**config.mk**
```make
export PLATFORM = sky130hd
export DESIGN_NAME = chbuf_controller
export DESIGN_NICKNAME = d
export VERILOG_FILES = /design/src/logic/chbuf_pkg.sv /design/src/logic/chbuf_controller.sv /design/src/logic/channel_unit.sv /design/src/logic/latency_bridge.sv /design/src/logic/channel_fifo.sv /design/src/logic/space_tracker.sv
export VERILOG_INCLUDE_DIRS = /design/src /design/src/include
export SDC_FILE = /design/constraint.sdc
export NUM_CORES = 2
export LEC_CHECK = 0
export BUFFER_PORTS_ARGS = -buffer_cell sky130_fd_sc_hd__buf_2
export CAP_MARGIN = 5
export CORE_AREA = 5 5 441 443
export DETAILED_ROUTE_END_ITERATION = 7
export DIE_AREA = 0 0 446 448
export HOLD_SLACK_MARGIN = 0.05
export PLACE_DENSITY = 0.66
export SYNTH_ARGS = -nofsm -noshare
export SYNTH_HDL_FRONTEND = slang
export SYNTH_SLANG_ARGS = --single-unit
export TNS_END_PERCENT = 10
```
**constraint.sdc**
```tcl
create_clock -name clk -period 12 [get_ports clk]
set_clock_uncertainty 0.2 [all_clocks]
set_input_delay 0 -clock clk [delete_from_list [all_inputs] [get_ports clk]]
set_output_delay 0 -clock clk [all_outputs]
set_load 0.02 [all_outputs]
```
**src/include/chbuf_defs.svh**
```systemverilog
/*
 * Build-time sizing for the channel staging buffer
 *   Channel count, beat width and per-channel FIFO depth
 *   Derived widths for channel IDs and beat counts
 */

`ifndef CHBUF_DEFS_SVH
`define CHBUF_DEFS_SVH

// Number of independent channels
`define CHBUF_NUM_CH  4

// Width of one data beat in bits
`define CHBUF_DATA_W  32

// Beats held by each channel FIFO
`define CHBUF_DEPTH   16

// ID needs at least one bit, even for a single channel
`define CHBUF_ID_W    ((`CHBUF_NUM_CH > 1) ? $clog2(`CHBUF_NUM_CH) : 1)

// Counts run from zero up to and including the depth
`define CHBUF_CNT_W   ($clog2(`CHBUF_DEPTH) + 1)

`endif
```
**src/logic/chbuf_pkg.sv**
```systemverilog
/*
 * Shared types for the channel staging buffer
 *   Scalar types for channel ID, beat, count and burst size
 *   Request structs for allocation, write and read select
 *   Latency bridge state encoding
 */

`include "chbuf_defs.svh"

package chbuf_pkg;

        //==========================================================================
        // Scalar types
        //==========================================================================
        typedef logic [`CHBUF_ID_W-1:0]   chan_id_t;   // Channel select on shared buses
        typedef logic [`CHBUF_DATA_W-1:0] beat_t;      // One payload beat
        typedef logic [`CHBUF_CNT_W-1:0]  cnt_t;       // 0 .. depth inclusive
        typedef logic [7:0]               size_t;      // Burst length in beats

        //==========================================================================
        // Bus bundles
        //==========================================================================
        typedef struct packed {
                logic     req;          // One-cycle allocation strobe
                chan_id_t id;           // Target channel
                size_t    size;         // Beats to reserve
        } alloc_req_s;

        typedef struct packed {
                logic     valid;        // Producer has a beat
                chan_id_t id;
                beat_t    data;
        } wr_beat_s;

        typedef struct packed {
                logic     drain;        // Consumer takes the beat this cycle
                chan_id_t id;
        } rd_sel_s;

        // Output register of the latency bridge
        typedef enum logic [1:0] {
                BR_EMPTY = 2'd0,        // Nothing held, may fetch
                BR_FETCH = 2'd1,        // FIFO read in flight
                BR_FULL  = 2'd2         // Beat presented to consumer
        } bridge_state_e;

endpackage

```
**src/logic/chbuf_controller.sv**
```systemverilog
/*
 * Multi-channel staging buffer, top level
 *   ID decode of allocation, write and drain into per-channel strobes
 *   Ready and read data multiplexed back by ID, out-of-range IDs rejected
 *   One channel unit per channel
 */

`timescale 1ns/100ps

`include "chbuf_defs.svh"

module chbuf_controller
        import chbuf_pkg::*;
(
        input  logic                          clk,
        input  logic                          arst_n,
        // Allocation, single request steered by ID
        input  alloc_req_s                    alloc,
        output cnt_t [`CHBUF_NUM_CH-1:0]      space_free,
        // Producer write bus
        input  wr_beat_s                      wr,
        output logic                          wr_ready,   // From selected channel
        // Drain reservation, one lane per channel
        input  logic [`CHBUF_NUM_CH-1:0]      drain_req,
        input  size_t [`CHBUF_NUM_CH-1:0]     drain_size,
        output cnt_t [`CHBUF_NUM_CH-1:0]      data_avail,
        // Consumer read bus
        output logic [`CHBUF_NUM_CH-1:0]      rd_valid,
        input  rd_sel_s                       rd,
        output beat_t                         rd_data
);

        localparam int NC = `CHBUF_NUM_CH;

        logic  [NC-1:0] alloc_hit;      // One-hot allocation strobe
        logic  [NC-1:0] wr_hit;
        logic  [NC-1:0] rd_hit;
        logic  [NC-1:0] wr_ready_ch;
        beat_t [NC-1:0] rd_data_ch;

        // True when the ID names an existing channel
        function automatic logic id_ok(input chan_id_t id);
                return int'(id) < NC;
        endfunction

        //==========================================================================
        // ID decode
        //==========================================================================
        always_comb begin
                alloc_hit = '0;
                wr_hit    = '0;
                rd_hit    = '0;
                if (alloc.req && id_ok(alloc.id))
                        alloc_hit[alloc.id] = 1'b1;
                if (wr.valid && id_ok(wr.id))
                        wr_hit[wr.id] = 1'b1;
                if (rd.drain && id_ok(rd.id))
                        rd_hit[rd.id] = 1'b1;   // Bridge also gates on its own valid
        end

        // Return path, bad IDs see not-ready and zero data
        always_comb begin
                wr_ready = 1'b0;
                rd_data  = '0;
                if (id_ok(wr.id))
                        wr_ready = wr_ready_ch[wr.id];
                if (id_ok(rd.id))
                        rd_data = rd_data_ch[rd.id];
        end

        //==========================================================================
        // Channel array
        //==========================================================================
        for (genvar i = 0; i < NC; i++) begin : gen_ch
                channel_unit u_unit (
                        .clk        (clk),
                        .arst_n     (arst_n),
                        .alloc_req  (alloc_hit[i]),
                        .alloc_size (alloc.size),       // Shared by all channels
                        .space_free (space_free[i]),
                        .wr_valid   (wr_hit[i]),
                        .wr_data    (wr.data),          // Shared, only one pushes
                        .wr_ready   (wr_ready_ch[i]),
                        .drain_req  (drain_req[i]),
                        .drain_size (drain_size[i]),
                        .data_avail (data_avail[i]),
                        .rd_valid   (rd_valid[i]),
                        .rd_drain   (rd_hit[i]),
                        .rd_data    (rd_data_ch[i])
                );
        end

endmodule

```
**src/logic/channel_unit.sv**
```systemverilog
/*
 * One channel of the staging buffer
 *   Space tracker, FIFO and latency bridge
 *   Forms the push and pop strobes from the two handshakes
 */

`timescale 1ns/100ps

module channel_unit
        import chbuf_pkg::*;
(
        input  logic  clk,
        input  logic  arst_n,
        // Allocation
        input  logic  alloc_req,
        input  size_t alloc_size,
        output cnt_t  space_free,
        // Producer side
        input  logic  wr_valid,
        input  beat_t wr_data,
        output logic  wr_ready,
        // Drain reservation
        input  logic  drain_req,
        input  size_t drain_size,
        output cnt_t  data_avail,
        // Consumer side
        output logic  rd_valid,
        input  logic  rd_drain,
        output beat_t rd_data
);

        logic  push;                    // Write beat accepted
        logic  pop;                     // Held beat handed out
        logic  fifo_empty;
        logic  fetch;
        beat_t fetch_data;

        assign push = wr_valid & wr_ready;
        assign pop  = rd_drain & rd_valid;

        // Credit and occupancy counters
        space_tracker u_tracker (
                .clk        (clk),
                .arst_n     (arst_n),
                .alloc_req  (alloc_req),
                .alloc_size (alloc_size),
                .push       (push),
                .pop        (pop),
                .drain_req  (drain_req),
                .drain_size (drain_size),
                .space_free (space_free),
                .credit_ok  (wr_ready),         // Ready while credits remain
                .data_avail (data_avail)
        );

        channel_fifo u_fifo (
                .clk        (clk),
                .arst_n     (arst_n),
                .push       (push),
                .push_data  (wr_data),
                .fetch      (fetch),
                .fetch_data (fetch_data),
                .empty      (fifo_empty)
        );

        latency_bridge u_bridge (
                .clk        (clk),
                .arst_n     (arst_n),
                .fifo_empty (fifo_empty),
                .fetch      (fetch),
                .fetch_data (fetch_data),
                .out_valid  (rd_valid),
                .out_pop    (pop),
                .out_data   (rd_data)
        );

endmodule

```
**src/logic/latency_bridge.sv**
```systemverilog
/*
 * Read latency bridge between a channel FIFO and the consumer
 *   Issues a FIFO fetch, waits one edge for the registered data
 *   Holds a single beat in an output register with valid/pop handshake
 */

`timescale 1ns/100ps

module latency_bridge
        import chbuf_pkg::*;
(
        input  logic  clk,
        input  logic  arst_n,
        input  logic  fifo_empty,
        output logic  fetch,            // FIFO read strobe
        input  beat_t fetch_data,       // Valid one edge after fetch
        output logic  out_valid,
        input  logic  out_pop,          // Consumer takes the held beat
        output beat_t out_data
);

        bridge_state_e state;
        bridge_state_e state_nxt;

        //==========================================================================
        // State machine
        //==========================================================================
        always_comb begin
                state_nxt = state;
                case (state)
                        BR_EMPTY: begin
                                if (!fifo_empty)
                                        state_nxt = BR_FETCH;   // Read issued this cycle
                        end
                        BR_FETCH: begin
                                state_nxt = BR_FULL;            // Data lands this edge
                        end
                        BR_FULL: begin
                                if (out_pop)
                                        state_nxt = BR_EMPTY;
                        end
                        default: begin
                                state_nxt = BR_EMPTY;
                        end
                endcase
        end

        always_ff @(posedge clk or negedge arst_n) begin
                if (!arst_n)
                        state <= BR_EMPTY;
                else
                        state <= state_nxt;
        end

        // Fetch only when the output register is free
        assign fetch = (state == BR_EMPTY) && !fifo_empty;

        // Capture the FIFO read data the edge after the fetch
        always_ff @(posedge clk) begin
                if (state == BR_FETCH)
                        out_data <= fetch_data;
        end

        assign out_valid = (state == BR_FULL);

        // Pop comes from the top-level decode, must only hit a held beat
        a_pop_when_full: assert property (@(posedge clk) disable iff (!arst_n)
                out_pop |-> (state == BR_FULL))
                else $error("bridge popped while not holding a beat");

endmodule

```
**src/logic/channel_fifo.sv**
```systemverilog
/*
 * Synchronous single-clock FIFO for one channel
 *   Circular buffer with wrap-around pointers and occupancy count
 *   Registered read port, data valid one edge after fetch
 */

`timescale 1ns/100ps

`include "chbuf_defs.svh"

module channel_fifo
        import chbuf_pkg::*;
#(
        parameter int DEPTH = `CHBUF_DEPTH
) (
        input  logic  clk,
        input  logic  arst_n,
        input  logic  push,
        input  beat_t push_data,
        input  logic  fetch,            // Read request, data follows next edge
        output beat_t fetch_data,
        output logic  empty
);

        localparam int AW = (DEPTH > 1) ? $clog2(DEPTH) : 1;    // Pointer width
        localparam int OW = $clog2(DEPTH + 1);                  // Occupancy width

        beat_t           mem [DEPTH];
        logic [AW-1:0]   wr_ptr;
        logic [AW-1:0]   rd_ptr;
        logic [OW-1:0]   count;
        logic            full;

        assign empty = (count == '0);
        assign full  = (count == OW'(DEPTH));

        //==========================================================================
        // Storage and registered read
        //==========================================================================
        always_ff @(posedge clk) begin
                if (push)
                        mem[wr_ptr] <= push_data;
                if (fetch)
                        fetch_data <= mem[rd_ptr];      // Held until the next fetch
        end

        // Pointers and occupancy
        always_ff @(posedge clk or negedge arst_n) begin
                if (!arst_n) begin
                        wr_ptr <= '0;
                        rd_ptr <= '0;
                        count  <= '0;
                end else begin
                        if (push)
                                wr_ptr <= (wr_ptr == AW'(DEPTH - 1)) ? '0 : wr_ptr + 1'b1;
                        if (fetch)
                                rd_ptr <= (rd_ptr == AW'(DEPTH - 1)) ? '0 : rd_ptr + 1'b1;
                        case ({push, fetch})
                                2'b10:   count <= count + 1'b1;
                                2'b01:   count <= count - 1'b1;
                                default: count <= count;        // Both or neither
                        endcase
                end
        end

        // Overflow can only come from a credit leak in the tracker
        a_no_overflow: assert property (@(posedge clk) disable iff (!arst_n)
                push |-> !full)
                else $error("push into full FIFO");

        a_no_underflow: assert property (@(posedge clk) disable iff (!arst_n)
                fetch |-> !empty)
                else $error("fetch from empty FIFO");

endmodule

```
**src/logic/space_tracker.sv**
```systemverilog
/*
 * Per-channel credit bookkeeping
 *   space_free  : FIFO slots not yet promised to the producer
 *   credits     : allocated slots still waiting for a write beat
 *   data_avail  : written beats not yet reserved by the consumer
 * Concurrent checks on the producer and consumer request rules
 */

`timescale 1ns/100ps

`include "chbuf_defs.svh"

module space_tracker
        import chbuf_pkg::*;
(
        input  logic  clk,
        input  logic  arst_n,
        input  logic  alloc_req,        // Reserve alloc_size slots
        input  size_t alloc_size,
        input  logic  push,             // Beat written to the FIFO
        input  logic  pop,              // Beat taken from the bridge
        input  logic  drain_req,        // Consumer reserves drain_size beats
        input  size_t drain_size,
        output cnt_t  space_free,
        output logic  credit_ok,        // At least one write credit left
        output cnt_t  data_avail
);

        cnt_t credits;                  // Outstanding write credits
        cnt_t alloc_amt;                // Allocation this cycle, zero when idle
        cnt_t drain_amt;

        // Sizes never exceed the depth, so the low bits carry the whole value
        assign alloc_amt = alloc_req ? cnt_t'(alloc_size) : '0;
        assign drain_amt = drain_req ? cnt_t'(drain_size) : '0;

        //==========================================================================
        // Counters, all three move on the same edge
        //==========================================================================
        always_ff @(posedge clk or negedge arst_n) begin
                if (!arst_n) begin
                        space_free <= cnt_t'(`CHBUF_DEPTH);     // Whole FIFO free
                        credits    <= '0;
                        data_avail <= '0;
                end else begin
                        // Pop hands a slot back, allocation takes slots away
                        space_free <= space_free - alloc_amt + cnt_t'(pop);
                        // Credits granted by allocation, spent by writes
                        credits    <= credits + alloc_amt - cnt_t'(push);
                        // Written beats become visible, reservations hide them
                        data_avail <= data_avail + cnt_t'(push) - drain_amt;
                end
        end

        assign credit_ok = (credits != '0);   // Drives write ready upstream

        //==========================================================================
        // Request rules from the controller interface
        //==========================================================================
        a_alloc_fits: assert property (@(posedge clk) disable iff (!arst_n)
                alloc_req |-> (alloc_size <= size_t'(space_free)))
                else $error("allocation larger than free space");

        a_push_has_credit: assert property (@(posedge clk) disable iff (!arst_n)
                push |-> credit_ok)
                else $error("write accepted without a credit");

        a_drain_fits: assert property (@(posedge clk) disable iff (!arst_n)
                drain_req |-> (drain_size <= size_t'(data_avail)))
                else $error("drain reservation larger than available data");

endmodule

```
Yosys cells after proc, flatten, opt, wreduce, memory -nomap -nowiden --
Memory sizes are Yosys's and may differ from the RTL's. A register that Yosys moved wholly into a read port is not among the register bits. Cells that the tools add are included.
Storage, ports and cells: flip-flop bits (word level) 248, RAM bits 2048, input port bits 87, output and inout bits 77, word-level logic and storage cells 206, memories 4
Operators by class: add/subtract/negate cells 40, magnitude comparators 6, eq/ne operators 32, multiplexer cells 53, bitwise operators 8, reductions and logical operators 31
Memories:
- gen_ch[0].u_unit.u_fifo.mem | depth 16, bits a word 32, read ports 1, clocked after Yosys merged registers in 1, write ports 1, RTL line channel_fifo.sv:28 | beat_t mem [DEPTH];
- gen_ch[1].u_unit.u_fifo.mem | depth 16, bits a word 32, read ports 1, clocked after Yosys merged registers in 1, write ports 1, RTL line channel_fifo.sv:28
- gen_ch[2].u_unit.u_fifo.mem | depth 16, bits a word 32, read ports 1, clocked after Yosys merged registers in 1, write ports 1, RTL line channel_fifo.sv:28
- gen_ch[3].u_unit.u_fifo.mem | depth 16, bits a word 32, read ports 1, clocked after Yosys merged registers in 1, write ports 1, RTL line channel_fifo.sv:28
Operators with widths (count):
- $bmux W32 S2 | 1
- $mux W4 | 11
- $add A5 B1 Y5 | 8
- $mux W5 | 8
- $pmux W5 S2 | 4
- $sub A5 B5 Y5 | 8
- $add A4 B1 Y4 const B | 8
- $eq A4 B4 Y1 const B | 8
- $mux W32 | 1
- $pmux W2 S3 | 4
- $add A5 B1 Y5 const B | 4
- $add A5 B5 Y5 | 4
- $logic_not A5 Y1 | 4
- $reduce_bool A5 Y1 | 4
- $sub A5 B1 Y5 | 4
- $sub A5 B1 Y5 const B | 4
- $eq A2 B1 Y1 const B | 8
- $eq A2 B2 Y1 const B | 8
- $mux W2 | 8
- $ne A2 B2 Y1 const B | 8
- $mux W1 | 12
- $lt A2 B3 Y1 const B | 3
- $and A1 B1 Y1 | 8
- $logic_not A2 Y1 | 4
- other kinds (7) | 26

Longest topological paths before layout --
word-level depth 8, gate-level depth with buffers 15

Cells and area by module --
A second synthesis with hierarchy kept.
Unflattened totals: cells, all modules 4320, area, all modules 93134.3 um^2
Modules (own cells, without submodules):
- channel_fifo (gen_ch[1].u_unit.u_fifo ...) | instances 3, cells an instance 919, area an instance 20895.0 um^2, sequential area each 16661.0 um^2
- channel_fifo (gen_ch[0].u_unit.u_fifo) | instances 1, cells an instance 918, area an instance 20917.6 um^2, sequential area each 16661.0 um^2
- latency_bridge | instances 4, cells an instance 40, area an instance 1046.0 um^2, sequential area each 1011.0 um^2
- space_tracker (gen_ch[0].u_unit.u_tracker ...) | instances 3, cells an instance 106, area an instance 1089.8 um^2, sequential area each 376.6 um^2
- space_tracker (gen_ch[3].u_unit.u_tracker) | instances 1, cells an instance 106, area an instance 1093.5 um^2, sequential area each 376.6 um^2
- chbuf_controller | instances 1, cells an instance 53, area an instance 934.6 um^2, sequential area each 0.0 um^2
- channel_unit | instances 4, cells an instance 2, area an instance 12.5 um^2, sequential area each 0.0 um^2

Worst setup path after synthesis --
Ideal clock, no wire load.
kind register to register, from register gen_ch[3].u_unit.u_fifo.count[0], to register gen_ch[3].u_unit.u_fifo.count[4], library setup time 0.125 ns, arrival time 5.290 ns, required time 11.675 ns, path slack 6.385 ns, stages on the path, launching flop included 13, period minus slack after synthesis 5.615 ns, cells stage by stage dfrtp_1 -> nor3_1 -> a211oi_1 -> ha_1 -> clkbuf_1 -> xor2_1 -> ha_1 -> o21a_1 -> o22a_1 -> a21oi_1 -> xor2_1 -> nor2_1 -> xor2_1
Between the ends: longest elaborated chain between the ends 5
RTL lines:
- start: declaration | RTL line channel_fifo.sv:31 | logic [OW-1:0] count;
- start signal: assignment | RTL line channel_fifo.sv:59 | 2'b10: count <= count + 1'b1;
- start signal: assignment | RTL line channel_fifo.sv:60 | 2'b01: count <= count - 1'b1;
- start signal: assignment | RTL line channel_fifo.sv:61 | default: count <= count;
- $logic_not A5 Y1 (*) | RTL line channel_fifo.sv:34 | assign empty = (count == '0);
- $logic_not A1 Y1 (*)
- $logic_and A1 B1 Y1 (*) | RTL line latency_bridge.sv:56 | assign fetch = (state == BR_EMPTY) && !fifo_empty;
- named net gen_ch[3].u_unit.fetch | RTL line channel_unit.sv:35 | logic fetch;
- $eq A2 B1 Y1 / $eq A2 B2 Y1 (equally long branches) | RTL line channel_fifo.sv:58 | case ({push, fetch})
- $pmux W5 S2 / $reduce_bool A2 Y1 (equally long branches)
The timed path passes the listed nets; every way through them passes the cells marked *. A chain may end at the register's enable or synchronous reset.

Final worst setup path --
from register gen_ch[1].u_unit.u_tracker.credits[4], to register gen_ch[1].u_unit.u_tracker.data_avail[4]
Between the ends: longest elaborated chain between the ends 4
RTL lines:
- start: declaration | RTL line space_tracker.sv:29 | cnt_t credits;
- start signal: assignment | RTL line space_tracker.sv:49 | credits <= credits + alloc_amt - cnt_t'(push);
- $reduce_bool A5 Y1 | RTL line space_tracker.sv:55 | assign credit_ok = (credits != '0);
- $and A1 B1 Y1 | RTL line channel_unit.sv:38 | assign push = wr_valid & wr_ready;
- $add A5 B1 Y5 | RTL line space_tracker.sv:51 | data_avail <= data_avail + cnt_t'(push) - drain_amt;
- $sub A5 B5 Y5 | RTL line space_tracker.sv:51
- end signal: assignment | RTL line space_tracker.sv:51
- end: declaration | RTL line space_tracker.sv:26 | output cnt_t data_avail
No other way between the ends.

==> flow_metrics.py <==
metrics = {
    "clock_network": {
        "clock_sinks": 2424,
        "numCtsBuffers": 232,
        "cts-htree-levels": 4,
        "insertion_delay_ns": 0.87,
        "postCtsSetupBuffers": 0,
        "clockBufferDepth": 3,
        "cts_tree": "built",
        "root_buffer": "clkbuf_16",
        "path_clk_slew_ns": 0.06,
    },
    "drt": {
        "drt_iter0_drc": 5703,
        "wl_per_cell_um": 29.2,
        "wl_um": 229000,
        "dr_total_vias": 47205,
        "ant_nets": 0,
        "firstDrtPassIters": 6,
        "drc": 0,
        "vias_per_cell": 6.01,
    },
    "run": {
        "drv_cap": 0,
    },
    "cells_and_area": {
        "layout-drive-gt1-share": 0.219,
        "fin_area_um2": 107000,
        "post-route-util": 0.567,
        "synthToLayoutAreaGrowth_pct": 13.9,
        "final_nets": 5372,
        "fillers": 13983,
    },
    "worst_setup_path": {
        "worstPathArrival_ns": 5.46,
        "end_kind": "flip-flop",
        "worstSetupPathType": "reg -> reg",
        "critPathRequiredTime_ns": 12.54,
        "startpoint_type": "flip-flop",
        "crit_path_max_fanout": 9,
    },
    "power": {
        "swShare": 0.305,
        "peakVddDrop_uv": 168,
        "power_mw": 25.3,
        "p_switching_mw": 7.72,
        "seqPwrFrac": 0.449,
        "p_clk_frac": 0.284,
        "internal_power_mw": 17.6,
        "p_per_area_nw_per_um2": 236,
        "power_leakage_nw": 36.1,
        "power_frac_comb": 0.268,
    },
    "placed_design": {
        "numPortBuffers": 148,
        "gp_congestion": 0.781,
        "place_area_um2": 98400,
        "dpl.hpwl_um": 121000,
    },
    "worst_hold_path": {
        "min_path_type": "in -> reg",
    },
    "timing": {
        "setup_viol": 0,
        "layout_min_cycle_time_ns": 4.92,
        "fmax_ghz": 0.203,
        "slew_viol_final": 0,
        "holdWs_ns": 0.111,
        "rsz0062_at_grt": "false",
        "fin_tns_setup_ns": 0,
        "timing.final.crit_share": 0.410,
        "relSlewSlack": 0.159,
        "hold_viol_final": 0,
        "worstMarginPinSlew_ns": 1.26,
    },
    "run_status": {
        "status": "finished, final reports clean",
    },
    "synthesis": {
        "synth_top_area_frac": 0.733,
        "synth_top_cell_by_area": "edfxtp_1",
        "synth_edf_count": 2304,
        "syn_area_um2": 94400,
        "avgSynthCellArea_um2": 20.0,
        "synth_flop_cell": "edfxtp_1",
        "syn_inst": 4716,
        "ys_seq_elements": 2424,
        "ys_warn_count": 0,
        "synth_cell_types": 56,
        "synth_nets": 4936,
        "synthArstFlopShare": 0.0495,
        "synth_area_leaders": "edfxtp_1 (73%), mux4_2 (9.2%), dfrtp_1 (3.1%)",
        "seq_area_frac_synth": 0.765,
    },
    "floorplanning": {
        "die_w_um": 446,
        "pin_count": 164,
        "fp.coreArea_um2": 190000,
        "fp.dieArea_um2": 200000,
        "start_util": 0.498,
        "rows": 160,
        "die-height_um": 448,
    },
    "global_routing": {
        "antenna_found_initial": 18,
        "globalRoute.totalOverflow": 0,
        "track_usage": 0.230,
        "grt_first_pass_wirelength_um": 331000,
        "grt_max_degree": 72,
        "first_global_vias": 47604,
    },
}
## worst paths after layout
check / slack [ns] / depth (start not counted) / endpoint / startpoint
worst max-delay path: 7.08 / 16 / gen_ch[1].u_unit.u_tracker.data_avail[4] / gen_ch[1].u_unit.u_tracker.credits[4]
max in group asynchronous: 10.77 / 4 / gen_ch[3].u_unit.u_fifo.rd_ptr[0] / arst_n
worst min-delay path: 0.11 / 6 / gen_ch[3].u_unit.u_tracker.space_free[0] / rd[2]
worst min register to register: 0.22 / 0 / gen_ch[1].u_unit.u_bridge.out_data[11] / gen_ch[1].u_unit.u_fifo.fetch_data[11]
min in group asynchronous: 0.16 / 4 / gen_ch[2].u_unit.u_tracker.data_avail[4] / arst_n
worst max register to register: 7.08 / 16 / gen_ch[1].u_unit.u_tracker.data_avail[4] / gen_ch[1].u_unit.u_tracker.credits[4]
## cell usage after synthesis, drive strengths merged, types with 64 or more instances
master,number
a22oi,98
edfxtp,2304
a21oi,137
mux2,108
mux2i,289
a221oi,96
xnor2,64
clkbuf,124
nand2,199
buf,107
ha,121
dfrtp,116
inv,78
mux4,384
o21ai,224
## cells in the final DEF, fill, tap and decap left out, drive strengths merged, types with 14 or more instances in the layout
cell and instances:
edfxtp 2304, mux4 384, mux2i 289, clkbuf 288, buf 264, o21ai 224, nand2 199, dlygate4sd3 169
a21oi 137, ha 121, dfrtp 116, mux2 108, a22oi 98, a221oi 96, clkinv 90, inv 87
xnor2 64, and2 55, xor2 31, nor2 28, a21o 26, bufinv 26, and3 15, nor2b 14
## power by group through the flow
stage	Sequential (mW)	Clock (mW)	Combinational, mW
2_1_floorplan	10.8	0	4.88
3_3_place_gp	11.5	0	6.38
3_5_place_dp	11.6	0	6.49
4_1_cts	11.4	7.29	6.81
5_1_grt	11.4	7.64	7.34
6_report	11.4	7.19	6.78
## critical path, stage by stage, from the launching register on
cell and delay [ns]:
dfrtp_1 0.39, or4_1 0.52, o21ai_1 0.23, nor3b_2 0.12
dlygate4sd3_1 0.72, inv_2 0.21, nand3_1 0.16, nand2_1 0.08
dlygate4sd3_1 0.54, ha_1 0.16, inv_1 0.06, fa_1 0.46
inv_1 0.07, a21o_1 0.11, a21oi_1 0.08, xnor2_1 0.12
dlygate4sd3_1 0.56
## layer usage
layer,track usage,wire (µm),part of all wire,vias to the layer above
met4,0.0532,4620,0.020,2
met5,0,13,0.000057,-
li1,-,-,-,20072
met2,0.376,111000,0.49,1937
met1,0.330,94500,0.41,24897
met3,0.0360,18800,0.082,297
## per-stage QoR
step | std cells | setup slack [ns]
finish | 7854 | 7.08
global route | 7849 | 6.84
CTS | 7848 | 7.11
detailed placement | 7259 | 7.51
global placement | 7259 | 7.46
floorplan | 4716 | 6.38
## state kept, by name (all words and copies together) (netlist names)
signal / flops
gen_ch.u_unit.u_fifo.count: 20
gen_ch.u_unit.u_bridge.state: 8
gen_ch.u_unit.u_fifo.wr_ptr: 16
gen_ch.u_unit.u_tracker.space_free: 20
gen_ch.u_unit.u_bridge.out_data: 128
gen_ch.u_unit.u_fifo.fetch_data: 128
gen_ch.u_unit.u_fifo.mem: 2048
gen_ch.u_unit.u_fifo.rd_ptr: 16
gen_ch.u_unit.u_tracker.data_avail: 20
gen_ch.u_unit.u_tracker.credits: 20
## layout make-up
type	count	area, µm²	area share
Sequential cell	2424	72200	0.672
Multi-Input combinational cell	1983	21100	0.196
Clock buffer	288	6070	0.0564
Timing Repair Buffer	433	3330	0.0310
Tap cell	2511	3140	0.0292
Clock inverter	131	1340	0.0125
Inverter	78	300	0.00279
Antenna cell	6	15.0	0.000140
## cell families after synthesis
kind of cell,synth area share
compound gates,0.0408
xor+xnor,0.00881
fa+ha+maj,0.0186
buf+inv,0.0139
flops,0.765
mux,0.135
simple gates,0.0180
## timing repair
action                                  CTS  global route
hold buffers                            170             0
endpoints found under the hold margin  2320             0
resized for setup                         0             0
Note: power is estimated with default switching activity, not from simulation.
